## src/cache_pkg.sv

```systemverilog
// shared types for the cache subsystem; one 32-bit word carries four byte lanes
package cache_pkg;

    typedef logic [31:0] word_t;  // data word
    typedef logic [31:0] addr_t;  // byte address
    typedef logic [3:0]  sel_t;   // one select per byte lane
    typedef logic [7:0]  byte_t;  // serial byte

    // cache controller, one host request at a time
    typedef enum logic [2:0] {
        DC_IDLE,
        DC_LOOKUP,
        DC_WRITE,     // write-through in progress
        DC_REFILL0,   // even word of the line
        DC_REFILL1,   // odd word of the line
        DC_RESPOND
    } dcache_state_e;

    typedef enum logic [1:0] {
        LD_COLLECT,   // packing bytes
        LD_WRITE,     // word on the bus
        LD_DONE
    } loader_state_e;

endpackage

```

## src/wb_if.sv

```systemverilog
// wishbone classic, single clock, no err or retry; the slave acks with a one-cycle pulse
interface wb_if import cache_pkg::*; ();

    logic  cyc;    // bus cycle in progress
    logic  stb;
    logic  we;
    addr_t adr;    // byte address
    word_t dat_w;
    word_t dat_r;
    sel_t  sel;
    logic  ack;

    modport master (
        output cyc,
        output stb,
        output we,
        output adr,
        output dat_w,
        output sel,
        input  dat_r,
        input  ack
    );

    modport slave (
        input  cyc,
        input  stb,
        input  we,
        input  adr,
        input  dat_w,
        input  sel,
        output dat_r,
        output ack
    );

endinterface

```

## src/dcache.sv

```systemverilog
// CACHE_LINES a power of two >= 2, host addresses word aligned; host waits until load done
module dcache import cache_pkg::*; #(
    parameter int CACHE_LINES = 8
) (
    input  logic  w_clk,
    input  logic  arst_n_i,
    input  logic  load_done_i,
    input  logic  cyc_i,
    input  logic  stb_i,
    input  logic  we_i,
    input  addr_t adr_i,
    input  word_t dat_i,
    input  sel_t  sel_i,
    output word_t dat_o,
    output logic  ack_o,
    wb_if.master  mem
);
    localparam int IDX_W = $clog2(CACHE_LINES);
    localparam int TAG_W = 32 - IDX_W - 3;

    dcache_state_e          state_q;
    logic [CACHE_LINES-1:0] valid_q;
    logic [TAG_W-1:0]       tag_q  [CACHE_LINES];
    word_t                  line_q [CACHE_LINES][2];
    addr_t                  req_adr_q;
    word_t                  req_dat_q;
    sel_t                   req_sel_q;
    logic                   req_we_q;
    word_t                  fill_q;     // even word until the odd one lands
    word_t                  dat_q;
    logic [IDX_W-1:0]       idx;
    logic [TAG_W-1:0]       tag;
    logic                   wsel;       // word within the line
    logic                   hit;
    logic                   bus_req;
    addr_t                  line_base;

    assign idx       = req_adr_q[IDX_W+2:3];
    assign tag       = req_adr_q[31:IDX_W+3];
    assign wsel      = req_adr_q[2];
    assign hit       = valid_q[idx] && (tag_q[idx] == tag);
    assign line_base = {req_adr_q[31:3], 3'b000};

    function automatic word_t merge_bytes(word_t old_w, word_t new_w, sel_t sel);
        word_t res;
        res = old_w;
        for (int b = 0; b < 4; b++) begin
            if (sel[b]) begin
                res[8*b +: 8] = new_w[8*b +: 8];
            end
        end
        return res;
    endfunction

    always_ff @(posedge w_clk or negedge arst_n_i) begin
        if (!arst_n_i) begin
            state_q <= DC_IDLE;
            valid_q <= '0;
        end else begin
            case (state_q)
                DC_IDLE: begin
                    if (cyc_i && stb_i && load_done_i) begin
                        state_q <= DC_LOOKUP;
                    end
                end
                DC_LOOKUP: begin
                    if (req_we_q) begin
                        state_q <= DC_WRITE;
                        if (!hit) begin
                            valid_q[idx] <= 1'b0;  // write miss drops the line
                        end
                    end else begin
                        state_q <= hit ? DC_RESPOND : DC_REFILL0;
                    end
                end
                DC_WRITE:   if (mem.ack) state_q <= DC_RESPOND;
                DC_REFILL0: if (mem.ack) state_q <= DC_REFILL1;
                DC_REFILL1: begin
                    if (mem.ack) begin
                        state_q      <= DC_RESPOND;
                        valid_q[idx] <= 1'b1;
                    end
                end
                default: state_q <= DC_IDLE;  // respond lasts one cycle
            endcase
        end
    end

    always_ff @(posedge w_clk) begin
        if (state_q == DC_IDLE) begin  // host holds the request until ack
            req_adr_q <= adr_i;
            req_dat_q <= dat_i;
            req_sel_q <= sel_i;
            req_we_q  <= we_i;
        end
        if (state_q == DC_LOOKUP) begin
            dat_q <= line_q[idx][wsel];
            if (req_we_q && hit) begin
                line_q[idx][wsel] <= merge_bytes(line_q[idx][wsel], req_dat_q, req_sel_q);
            end
        end
        if ((state_q == DC_REFILL0) && mem.ack) begin
            fill_q <= mem.dat_r;
        end
        if ((state_q == DC_REFILL1) && mem.ack) begin
            line_q[idx][0] <= fill_q;
            line_q[idx][1] <= mem.dat_r;
            tag_q[idx]     <= tag;
            dat_q          <= wsel ? mem.dat_r : fill_q;
        end
    end

    // cyc stays up across both refill reads so the arbiter keeps the grant
    assign bus_req   = (state_q == DC_WRITE) || (state_q == DC_REFILL0) ||
                       (state_q == DC_REFILL1);
    assign mem.cyc   = bus_req;
    assign mem.stb   = bus_req;
    assign mem.we    = (state_q == DC_WRITE);
    assign mem.adr   = (state_q == DC_WRITE)   ? req_adr_q :
                       (state_q == DC_REFILL1) ? (line_base | 32'd4) : line_base;
    assign mem.dat_w = req_dat_q;
    assign mem.sel   = (state_q == DC_WRITE) ? req_sel_q : '1;

    assign dat_o = dat_q;
    assign ack_o = (state_q == DC_RESPOND);

endmodule

```

## src/flat_wrapper.sv

```systemverilog
// flat-port wrapper written by rule: the top's interface ports become plain ports
module dcache_flat import cache_pkg::*;
#(
    parameter int CACHE_LINES = 8
)
  (w_clk, arst_n_i, load_done_i, cyc_i, stb_i, we_i, adr_i, dat_i, sel_i, dat_o, ack_o, mem_cyc, mem_stb, mem_we, mem_adr, mem_dat_w, mem_sel, mem_dat_r, mem_ack);
  wb_if mem_i ();
  input  logic w_clk;
  input  logic arst_n_i;
  input  logic load_done_i;
  input  logic cyc_i;
  input  logic stb_i;
  input  logic we_i;
  input  addr_t adr_i;
  input  word_t dat_i;
  input  sel_t sel_i;
  output word_t dat_o;
  output logic ack_o;
  output wire logic [$bits(mem_i.cyc)-1:0] mem_cyc;
  output wire logic [$bits(mem_i.stb)-1:0] mem_stb;
  output wire logic [$bits(mem_i.we)-1:0] mem_we;
  output wire logic [$bits(mem_i.adr)-1:0] mem_adr;
  output wire logic [$bits(mem_i.dat_w)-1:0] mem_dat_w;
  output wire logic [$bits(mem_i.sel)-1:0] mem_sel;
  input wire logic [$bits(mem_i.dat_r)-1:0] mem_dat_r;
  input wire logic [$bits(mem_i.ack)-1:0] mem_ack;
  assign mem_cyc = mem_i.cyc;
  assign mem_stb = mem_i.stb;
  assign mem_we = mem_i.we;
  assign mem_adr = mem_i.adr;
  assign mem_dat_w = mem_i.dat_w;
  assign mem_sel = mem_i.sel;
  assign mem_i.dat_r = mem_dat_r;
  assign mem_i.ack = mem_ack;
  dcache #(.CACHE_LINES(CACHE_LINES)) u_core (.w_clk(w_clk), .arst_n_i(arst_n_i), .load_done_i(load_done_i), .cyc_i(cyc_i), .stb_i(stb_i), .we_i(we_i), .adr_i(adr_i), .dat_i(dat_i), .sel_i(sel_i), .dat_o(dat_o), .ack_o(ack_o), .mem(mem_i));
endmodule
```

## config.mk

```make
export PLATFORM = sky130hd
export DESIGN_NAME = dcache_flat
export DESIGN_NICKNAME = d
export VERILOG_FILES = /design/src/cache_pkg.sv /design/src/wb_if.sv /design/src/dcache.sv /design/src/flat_wrapper.sv
export SDC_FILE = /design/constraint.sdc
export NUM_CORES = 1
export LEC_CHECK = 0
export BUFFER_PORTS_ARGS = -buffer_cell sky130_fd_sc_hd__buf_2
export CELL_PAD_IN_SITES_DETAIL_PLACEMENT = 0
export CELL_PAD_IN_SITES_GLOBAL_PLACEMENT = 1
export CORE_MARGIN = 2
export CORE_UTILIZATION = 35
export CTS_BUF_LIST = sky130_fd_sc_hd__clkbuf_16
export DETAILED_ROUTE_END_ITERATION = 16
export GPL_ROUTABILITY_DRIVEN = 0
export GPL_TIMING_DRIVEN = 0
export PLACE_DENSITY_LB_ADDON = 0.15
export SYNTH_ARGS = -nofsm -noshare
export SYNTH_HDL_FRONTEND = slang
export SYNTH_SLANG_ARGS = --single-unit
```

## constraint.sdc

```tcl
create_clock -name w_clk -period 17.8 [get_ports w_clk]
set_input_delay 1.78 -clock w_clk [delete_from_list [all_inputs] [get_ports w_clk]]
set_output_delay 1.78 -clock w_clk [all_outputs]
set_load 0.02 [all_outputs]
```

==> results, run 1 <==
- Dividing the detail-routed wire length by the instance count gives 27.57 um.
- After synthesis, the largest area contributor takes up 74.40% of total cell area.
- The largest voltage drop on the vdd net is 0.1182 mV.
- In the final timing run, aggregate negative setup slack is 0 ns.
- For this block, wires on met1 add up to 41.26 mm.
- The number of warnings reported in the yosys synthesis log is 0.
- The share of async-settable or async-resettable flops after synthesis is 1.269%.
- Setup violations remaining at the end of the flow were counted as 0.
- The cell area that synthesis handed to floorplanning was 0.03443 mm^2.
- The die covers 0.1009 mm^2.
- The endpoint type of the worst setup path is a register.
- At the pin with the least slew margin, the transition time is 1.329 ns.
- The critical path data required time is 18.15 ns.
- The flow ran to the end, and the final reports show no timing, DRC or antenna violations.
- Counting every instance in the synthesized netlist gives 1703.
- The final HPWL from detailed placement is 62.71 mm.
- The fmax is 170.7 MHz.
- Between clock sinks in the finished design, the worst skew comes to 0.02452 ns.
- The vias per cell is 5.219.
- The worst hold path depth is 2.
- The final hold violation count is 0.
- Of the cells placed in the final design, the portion with a size suffix greater than 1 is 34.46%.
- Post-CTS timing repair inserted 0 buffers for setup.
- The portion of total power attributed to sequential cells is 41.1%.
- The via count of the first global-routing pass is 18760.
- The count of boundary I/O pins is 211.
- The clock tree buffer depth is 3.
- The synthesized design spends more area on one cell type than any other, namely edfxtp_1.
- In this run, post-CTS hold repair placed 0 buffers.
- Data on the critical path arrives at its endpoint at 6.21 ns.
- The total length of routed met2 wires is 45.76 mm.
- From left edge to right edge, the die measures 317.6 um.
- After clock tree synthesis, the repair step resized 0 gates.
- The met3 routed wirelength is 5.492 mm.
- The top fanout value on the critical path is 18.
- The detail route stage leaves a number of antenna-violating nets equal to 0.
- The number of I/O port buffers is 210.
- From bottom edge to top edge, the die measures 317.6 um.
- Per report_power, the combinational group accounts for 32.3% of the total.
- The internal portion of the total power is 4.971 mW.
- Of the total power, the share spent switching nets is 32.91%.
- Setup repair after global routing left no endpoint under its margin.
- Dividing total power by cell area gives a power density of 179.1 mW/mm^2.
- The number of nets in the finished design is 2161.
- For this run the aggregate overflow at the end of global routing stands at 0.
- Global routing used 18.79% of the available tracks.
- The critical path start-end classification is register to register.
- Relative to the synthesized area, the layout overhead comes to 20.18%.
- CTS saw 867 sinks.
- Clock-pin slew was measured on the worst setup and hold paths at 0.07 ns.
- The synthesized netlist net count is 1810.
- In this run the static leakage power is 13.89 nW.
- The final critical path takes up 32.91% of the cycle.
- The number of detailed-routing iterations run before antenna repair is 6.
- The detailed router used layers up to and including met4.
- A synthesized cell averages 20.22 um^2.
- The first global-routing pass estimated 135.4 mm of wire.
- The maximum number of pins on one net before global-route repair is 28.
- The detailed router finished its first iteration with 1700 violations.
- The initial standard-cell utilization of the core is 35.14%.
- Summed over all nets, the switching power comes to 2.439 mW.
- The total number of vias is 17870.
- The depth of the most critical reg-to-reg path is 11.
- Counting I/O delays and the setup requirement, the final critical path takes 5.858 ns.
- Counting flops with a built-in enable in the synthesized netlist gives 853.
- The count of max-cap constraint violations is 0.
- The max-slew violation count is 0.
- Wires add up to 94.40 mm.
- The DRC violations left is 0.
- The H-tree was split into 3 levels.
- The core footprint is 0.09799 mm^2.
- At the later pin of the worst-skew pair, clock insertion delay measures 0.66 ns.
- In the synthesized netlist the dominant register cell turns out to be edfxtp_1.
- The synthesized netlist contains 48 unique library cells.
- Sorting the synthesized cells by area gives the leading types as edfxtp_1, mux4_2, mux2i_1.
- The number of synthesized register bits is 867.
- The root cell of the clock tree is clkbuf_16.
- The kind of start point of the critical path is a register.
- In this run the core area contains 115 standard-cell rows.
- The worst relative slew slack is 11.10%.
- The number of buffers created by CTS is 98.
- TritonCTS built the clock tree.
- The finished layout holds 3424 standard cells, fillers aside.
- The share of total power dissipated in the clock network is 26.6%.
- The number of antenna violations at the first check in global routing is 5.
- Sequential cells were found to cover 75.37% of the synthesized design area.
- In this run the worst hold path is classified as register to register.
- Leaving out fill and tap cells, the most frequent cell in the layout is edfxtp_1.
- In the layout the commonest cells are edfxtp_1, buf_2, mux4_2.
- The number of cells in the design after placement is 3241.
[cells in the mapped netlist (5+ instances only)]
library cell and count:
nor2b_1 39, mux4_2 200, clkbuf_1 33, a21oi_1 15
nor2_1 151, o21ai_1 10, edfxtp_1 853, dfrtp_1 11
nand2_1 52, nand2b_1 10, o21ai_0 40, mux2_2 5
mux2i_1 72, nand3_1 6, a211oi_2 31, a22oi_1 5
buf_2 36, inv_1 9, xor2_1 17, xnor2_1 6
or3_1 10, buf_4 35
[stage by stage]
| stage | power, mW | hold slack (ns) | setup WS (ns) | area [um^2] | utilization (%) |
|---|---|---|---|---|---|
| CTS | 7.523 | 0.5341 | 11.92 | 41370 | 42.22 |
| finish | 7.410 | 0.5273 | 11.94 | 41370 | 42.22 |
| floorplan | 4.618 | 0.4838 | 11.47 | 34430 | - |
| global placement | 5.472 | 0.5088 | 5.694 | 37090 | 37.85 |
| global route | 7.776 | 0.5398 | 11.70 | 41370 | 42.22 |
| detailed placement | 5.535 | 0.5170 | 11.94 | 38220 | 39.01 |
[logic make-up after synthesis]
family / synth area share (%)
AND/OR/NAND/NOR: 3.838
XOR/XNOR: 0.5851
multiplexers: 15.49
AO/OA/AOI/OAI: 2.533
buffers and inverters: 2.177
flip-flops: 75.37
[worst max-delay path, stage by stage (launching register included)]
cell and delay (ns):
dfxtp_1 0.30, clkbuf_1 0.36, buf_2 0.42, buf_1 0.90, mux2i_1 0.30, xor2_1 0.19, nand4_1 0.20, nor4_1 0.46
nand4_1 0.70, buf_2 0.55, o21ai_4 0.83, buf_12 0.29
[registers in the layout, indices dropped and copies added (netlist names), named ones only]
| register | flops |
|---|---|
| u_core.line_q | 512 |
| u_core.tag_q | 208 |
| u_core.dat_o | 32 |
| u_core.fill_q | 32 |
| u_core.mem.dat_w | 32 |
| u_core.req_adr_q | 32 |
| u_core.req_sel_q | 4 |
| u_core.state_q | 3 |
| u_core.req_we_q | 1 |
[power groups by stage]
| stage | combinational [mW] | clock, mW | sequential (mW) |
|---|---|---|---|
| CTS | 2.45 | 2.02 | 3.05 |
| global placement | 2.35 | 0 | 3.12 |
| floorplan | 1.50 | 0 | 3.12 |
| global route | 2.60 | 2.10 | 3.07 |
| detailed placement | 2.44 | 0 | 3.09 |
| finish | 2.39 | 1.97 | 3.04 |
[worst paths after layout]
check,endpoint,slack (ns)
max reg2reg,u_core.line_q[2][20],11.94
min reg2reg,register,0.53
max,u_core.line_q[2][20],11.94
min in group asynchronous,async pin,1.01
max in group asynchronous,u_core.state_q[1],16.54
min,register,0.53
[per-layer routing]
layer	global-route usage (%)	vias to the layer above
li1	-	7592
met1	25.95	9581
met2	30.71	576
met3	3.477	121
met4	4.942	0
met5	0	-
[final cells by class]
cell class | count | area [um^2]
inverter | 9 | 33.78
buffer | 117 | 715.7
antenna | 1 | 2.502
fill | 8657 | 56610
clock inverter | 82 | 649.4
clock buffer | 100 | 2502
timing repair buffer | 251 | 1978
sequential | 867 | 25950
multi-input combinational | 710 | 7933
tap | 1287 | 1610
(Power assumes the default switching activity.)
==> run 2: changes to the inputs <==
==> constraint.sdc (replaced) <==
create_clock -name w_clk -period 5.7 [get_ports w_clk]
set_input_delay 0.57 -clock w_clk [delete_from_list [all_inputs] [get_ports w_clk]]
set_output_delay 0.57 -clock w_clk [all_outputs]
set_load 0.02 [all_outputs]
==> run 2 against run 1 <==
Against the previous run: final cell count down 0.18%; die area unchanged; via count down 0.37%; critical endpoint is now u_core.line_q[1][28]; highest routed layer unchanged; worst setup slack worse by 11 ns; clock skew up 0.0084 ns; largest cell class unchanged.
==> results, run 2 (same netlist as run 1, synthesis figures left out) <==
- The number of antenna violations at the first check in global routing came to 4.
- The wire length of the first global-routing pass is 134.9 mm.
- The global routing usage summed across all routing layers is 18.77%.
- The clock network accounts for 26.8% of the total power.
- The number of clock sinks is 867.
- The largest registers in the layout are u_core.line_q: 512 flops, u_core.tag_q: 208 flops.
- The worst path meets setup with 0.8566 ns of slack.
- The switching share of power is 32.90%.
- After floorplanning, the core was sized to cover 0.09799 mm^2.
- For the worst setup path, the data arrival time is 5.20 ns.
- Counting flops per register, the top entry is u_core.line_q.
- The clock tree synthesis step divided the H-tree into 3 levels.
- Traced cell by cell, the critical path runs through clkbuf_1, buf_2, mux4_2, mux2i_1, xor2_1, nand4_1, nor4_1, nand4_1, buf_4, buf_2, o21ai_4, buf_16, buf_16.
- The portion of total power attributed to sequential cells is 40.8%.
- The placement-stage cell area is 0.03820 mm^2.
- In the layout the commonest cells are edfxtp_1, buf_2, mux4_2.
- The final critical path takes up 84.97% of the cycle.
- For this run, design rule violations remaining after detail routing come to 0.
- The run finished with clean final reports.
- The count of final setup violators is 0.
- Headroom to the max-slew limit came out at 15.37%.
- Combinational logic is responsible for 32.4% of the overall power.
- The largest voltage drop on the vdd net is 0.2547 mV.
- The fmax is 206.5 MHz.
- The tool flagged a number of max-cap violations equal to 0.
- The die covers 0.1009 mm^2.
- OpenSTA, run right after detailed placement, puts the worst setup slack at -0.1224 ns.
- The smallest hold slack is 0.07505 ns.
- Excluding fillers, the count of instances in the completed layout stands at 3418.
- The first routing iteration left 1664 violations.
- In this design, the stage delay of the slowest critical-path cell is 0.70 ns.
- The most common cell after layout, fill and taps aside is edfxtp_1.
- STA puts the critical path data required time at 6.05 ns.
- The top fanout value on the critical path is 19.
- The analysis attributes to cell leakage a power of 13.92 nW.
- Global routing finished with a remaining overflow of 0.
- The final hold violation count is 0.
- The slowest stage of the critical path belongs to the cell buf_2.
- Entering global routing, the biggest net connects 28 pins.
- STA classifies the critical path endpoint as a register.
- The signed area change from the synthesized netlist to the final layout is 20.34%.
- The via count of the first global-routing pass is 18700.
- The path class of the tightest hold or removal check is input port to register.
- For this configuration, the core starts out at a cell density of 35.14%.
- No sink is reached through more buffers than the 3 on the longest clock path.
- The floorplan die height is 317.6 um.
- The total number of vias is 17800.
- Power spread over the standard cell area amounts to 561.7 mW/mm^2.
- The kind of start point of the critical path is a register.
- The die is 317.6 um wide.
- Setup repair after global routing left no endpoint under its margin.
- The number of routed nets with antenna violations is 0.
- The first detailed-routing pass ran for 5 iterations.
- The clock-pin slew reported for the worst setup and hold paths after clock tree synthesis is 0.06 ns.
- The later-pin clock latency in the skew report is 0.67 ns.
- At the pin with the least slew margin, the transition time is 1.269 ns.
- In this run, placement finished with an instance count of 3236.
- The register with the most flip-flops in the layout has 512 of them.
- The clock tree from TritonCTS is built.
- In this run the count of I/O pins placed on the die edge is 211.
- The number of nets in the finished design is 2160.
- The vias per cell is 5.209.
- The finished cells cover 0.04143 mm^2.
- The internal power summed over all cells is 15.62 mW.
- The cell sitting at the root of the clock tree is a clkbuf_16.
- The placement row count is 115.
- For this design the total switching power over the nets is 7.657 mW.
- The largest clock skew in the final design is 0.03292 ns.
- By startpoint and endpoint, the worst setup path is classified as register to register.
- The HPWL after detailed placement is 62.19 mm.
- The clock period minus final worst setup slack is 4.843 ns.
- The max-slew violation count is 0.
- The number of buffers created by CTS is 97.
- Buffers placed on the I/O ports in this run total 210.
- After detailed routing, the total wire length is 94.25 mm.
- The wire length per cell after detailed routing is 27.57 um.
- The post-route netlist has 34.63% of its cells at a drive strength greater than 1.
## run 2: cell types whose count changed in the layout (fill, tap and decap cells not counted), sizes merged
cell         delta
diode           +2
clkinvlp        -5
clkinv          -5
inv             +2
buf             -1
dlygate4sd3     +1
clkbuf          -2
bufinv          +2
## run 2: power by group through the flow
stage | logic [mW] | clock network [mW] | registers [mW]
2_1_floorplan | 4.68 | 0 | 9.72
3_3_place_gp | 7.02 | 0 | 9.49
3_5_place_dp | 7.68 | 0 | 9.66
4_1_cts | 7.72 | 6.39 | 9.53
5_1_grt | 8.17 | 6.63 | 9.60
6_report | 7.54 | 6.23 | 9.51
## run 2: through the flow
stage               power, mW  utilization [%]   TNS, ns
global placement        16.51            37.86  -1691.66
finish                  23.27            42.28         0
CTS                     23.64            42.24         0
detailed placement      17.34            38.98    -9.964
floorplan               14.40                -         0
global route            24.39            42.28         0
## run 2: cell type report
cell class,count,area (um^2)
Buffer,116,711.9
Multi-Input combinational cell,710,7941
Antenna cell,3,7.507
Clock inverter,76,733.2
Inverter,9,33.78
Clock buffer,98,2452
Timing Repair Buffer,252,1992
Sequential cell,867,25950
Fill cell,8582,56560
Tap cell,1287,1610
## run 2: worst paths after layout
path | end | slack (ns) | from | cells past startpoint
min reg2reg | register | 0.53 | register | 2
max | u_core.line_q[1][28] | 0.86 | register | 13
max in group asynchronous | async pin | 5.02 | arst_n_i | 2
min | u_core.mem.dat_w[25] | 0.08 | dat_i[25] | 1
min in group asynchronous | u_core.state_q[2] | 0.44 | arst_n_i | 2
max reg2reg | u_core.line_q[1][28] | 0.86 | register | 13
## run 2: metal layers
layer | global-route usage (%) | part of all wire, % | vias to the layer above
met4 | 4.783 | 2.3 | 0
met1 | 26.37 | 44 | 9557
met3 | 3.675 | 5.5 | 128
met5 | 0 | 0 | -
met2 | 30.08 | 48 | 538
li1 | - | - | 7581
## run 2: critical path: cells and delay by family (launching register included)
family                    cells  cell delay [ns]
xor gates and xnor gates      1             0.19
AOI/OAI and AO/OA             1             0.66
and+or+nand+nor               3             0.85
DFF                           1             0.31
muxes                         2             0.58
buffers and inverters         6             1.92
## run 2: timing repair
| item | in CTS | in global routing |
|---|---|---|
| pin swaps | 0 | 3 |
| setup buffers | 0 | 5 |
| setup endpoints to repair | 110 | 72 |
| hold buffers | 1 | 0 |
| gates resized for setup | 0 | 0 |
| hold endpoints to repair | 11 | 0 |
==> run 3: changes to the inputs <==
==> constraint.sdc (replaced) <==
create_clock -name w_clk -period 3.9 [get_ports w_clk]
set_input_delay 0.39 -clock w_clk [delete_from_list [all_inputs] [get_ports w_clk]]
set_output_delay 0.39 -clock w_clk [all_outputs]
set_load 0.02 [all_outputs]
==> run 3 against run 2 <==
Against the previous run: worst setup slack worse by 0.76 ns; largest cell class unchanged; sequential cell count stayed put; maximum frequency rose by 27%; first-iteration DRC count shrank 0.18%; combinational power increased by 50%; sequential power is 47% higher; die area is the same; power up 47%; critical path type unchanged; utilization up 1.2 points; critical path depth is the same; final cell count up 3.3%.
==> results, run 3 (same netlist as run 1, synthesis figures left out) <==
- The power density over cell area is 801.4 mW/mm^2.
- The die area is 0.1009 mm^2.
- The clock-pin slew reported for the worst setup and hold paths after clock tree synthesis is 0.06 ns.
- Before antenna repair, the detailed router went through 5 iterations.
- The clock tree from TritonCTS is built.
- Setup total negative slack on the finished layout was measured at 0 ns.
- The share of layout cells above drive strength 1 is 34.12%.
- The count of non-filler cells in the finished layout is 3532.
- The most common cell after layout, fill and taps aside is edfxtp_1.
- u_core.line_q holds more flip-flops than any other register.
- The critical path is of the register to register type.
- The total overflow left after global routing is 0.
- The root cell of the clock tree is clkbuf_16.
- The largest clock skew in the final design is 0.03255 ns.
- The number of antenna violations at the first check in global routing was 4.
- The setup slack of the critical path after layout is 0.09814 ns.
- The global routing usage summed across all routing layers is 19.10%.
- For the worst setup path, the data required time is 4.26 ns.
- Walking the worst path, the cells encountered are buf_6, buf_8, mux4_2, mux2i_4, xor2_2, o211ai_1, nor4_2, nand4_1, buf_4, buf_6, o21ai_4, buf_16, buf_16.
- The total wirelength of the detailed-routed design is 96.72 mm.
- In this run the worst setup path terminates at u_core.line_q[2][44].
- In the final design database the tool counted 2276 nets.
- The final critical path takes up 97.48% of the cycle.
- The max-slew violation count is 0.
- The number of H-tree levels is 3.
- Cell internal power was estimated by the tool at 22.84 mW.
- Of all nets on the critical path, the largest fanout is 14.
- The via count of the first global-routing pass is 18890.
- TritonCTS created 97 clock buffers.
- In this run the static leakage power is 14.46 nW.
- In this run the most critical hold path is launched from mem_ack.
- The worst relative slew slack is 4.486%.
- The clock tree buffer depth is 3.
- The tree built by TritonCTS fans out to 867 sinks.
- For the worst setup path, the data arrival time is 4.16 ns.
- The DRC violations left is 0.
- For this design the top-level I/O count stands at 211.
- The placement row count is 115.
- The number of antenna repair diodes is 0.
- The worst register-to-register path has a depth of 13.
- In this run the critical register-to-register path is captured at u_core.line_q[2][44].
- Setup repair after global routing left no endpoint under its margin.
- After the first detailed-routing iteration, the DRC count stood at 1661.
- Setup violations remaining at the end of the flow were counted as 0.
- At the pin with the least slew margin, the transition time is 1.427 ns.
- The portion of total power attributed to sequential cells is 40.8%.
- The number of cells in the design after placement is 3236.
- At the placement stage, the worst setup path has a slack of -2.212 ns.
- The worst setup path is captured at a register.
- The count of max-cap constraint violations is 0.
- The total number of vias is 18370.
- The class of the tightest hold or removal check is input port to register.
- Entering global routing, the biggest net connects 28 pins.
- The clock period minus final worst setup slack is 3.802 ns.
- The first global-routing pass estimated 137.0 mm of wire.
- In this run the tool buffered the top-level ports with 210 buffer cells.
- The final HPWL from detailed placement is 62.76 mm.
- The fmax is 263.0 MHz.
- The library cells used most frequently in the layout, excluding fill and tap cells, are edfxtp_1, buf_2, mux4_2.
- The number of routed nets with antenna violations is 0.
- In this run the cell area measured after placement is 0.03816 mm^2.
- After routing the design area is 0.04265 mm^2.
- On the final layout, the worst hold slack is 0.2137 ns.
- For this run, the slowest stage of the critical path takes 0.56 ns.
- The floorplan die height is 317.6 um.
- The later-pin clock latency in the skew report is 0.67 ns.
- The initial standard-cell utilization of the core is 35.14%.
- The area growth from synthesis to layout is 23.90%.
- The width of the die is 317.6 um.
- The clock network fraction of design power is 26.1%.
- Combinational logic burns 33.1% of the power.
- Net switching is 33.19% of the power.
- The largest voltage drop on the vdd net is 0.4421 mV.
- The net switching power is 11.35 mW.
- The slowest cell on the critical path is mux4_2.
- The largest registers in the layout are u_core.line_q: 512 flops, u_core.tag_q: 208 flops.
- The register with the most flip-flops in the layout has 512 of them.
- The final hold violation count came to 0.
- Using the TritonRoute via totals, the vias-per-cell ratio works out to 5.202.
- The flow ran to the end, and the final reports show no timing, DRC or antenna violations.
- The setup slack of the worst register-to-register path is 0.1 ns.
- The core footprint is 0.09799 mm^2.
- The kind of start point of the critical path is a register.
- Dividing the detail-routed wire length by the instance count gives 27.38 um.
[run 3: per-stage QoR]
stage / power, mW / util [%]
2_1_floorplan: 21.04 / -
3_3_place_gp: 24.73 / 37.86
3_5_place_dp: 25.42 / 38.94
4_1_cts: 34.65 / 43.48
5_1_grt: 35.76 / 43.53
6_report: 34.18 / 43.53
[run 3: worst max-delay path, delay by kind of cell, from the launching register on]
kind,cells,cell delay [ns]
AOI/OAI and AO/OA,2,0.48
xor gates and xnor gates,1,0.23
buffers and inverters,6,1.09
DFF,1,0.32
muxes,2,0.74
and+or+nand+nor,2,0.60
[run 3: layer usage]
| layer | share of wire, % | track usage [%] | wire (um) |
|---|---|---|---|
| met5 | 0 | 0 | 0 |
| met2 | 48 | 30.88 | 46170 |
| met3 | 6.4 | 3.611 | 6201 |
| met1 | 44 | 26.72 | 42280 |
| met4 | 2.1 | 4.847 | 2072 |
[run 3: how the worst min path moves through the flow]
stage,to,slack [ns],cells past startpoint
after floorplan,async pin,0.09,0
after global placement,async pin,0.28,1
after detailed placement,async pin,0.28,1
after CTS,u_core.state_q[1],0.15,4
after global routing,u_core.state_q[0],0.19,2
final,u_core.state_q[1],0.21,4
[run 3: area by class of cell]
class | count | area (um^2)
fill | 8548 | 55330
sequential | 867 | 25950
multi-input combinational | 710 | 7984
timing repair buffer | 368 | 3172
clock buffer | 99 | 2477
tap | 1287 | 1610
buffer | 116 | 792.0
clock inverter | 76 | 633.1
inverter | 9 | 33.78
[run 3: power groups by stage]
| stage | combinational (mW) | sequential [mW] | clock (mW) |
|---|---|---|---|
| 2_1_floorplan | 6.85 | 14.2 | 0 |
| 3_3_place_gp | 10.6 | 14.1 | 0 |
| 3_5_place_dp | 11.3 | 14.1 | 0 |
| 4_1_cts | 11.5 | 14.0 | 9.14 |
| 5_1_grt | 12.2 | 14.1 | 9.45 |
| 6_report | 11.3 | 14.0 | 8.92 |
[run 3: what timing repair did]
action,4_1_cts,5_1_grt
setup endpoints to repair,1056,198
pin swaps,17,4
hold buffers,102,0
setup buffers,18,2
resized for setup,32,11
cloned,0,0
endpoints found under the hold margin,114,0
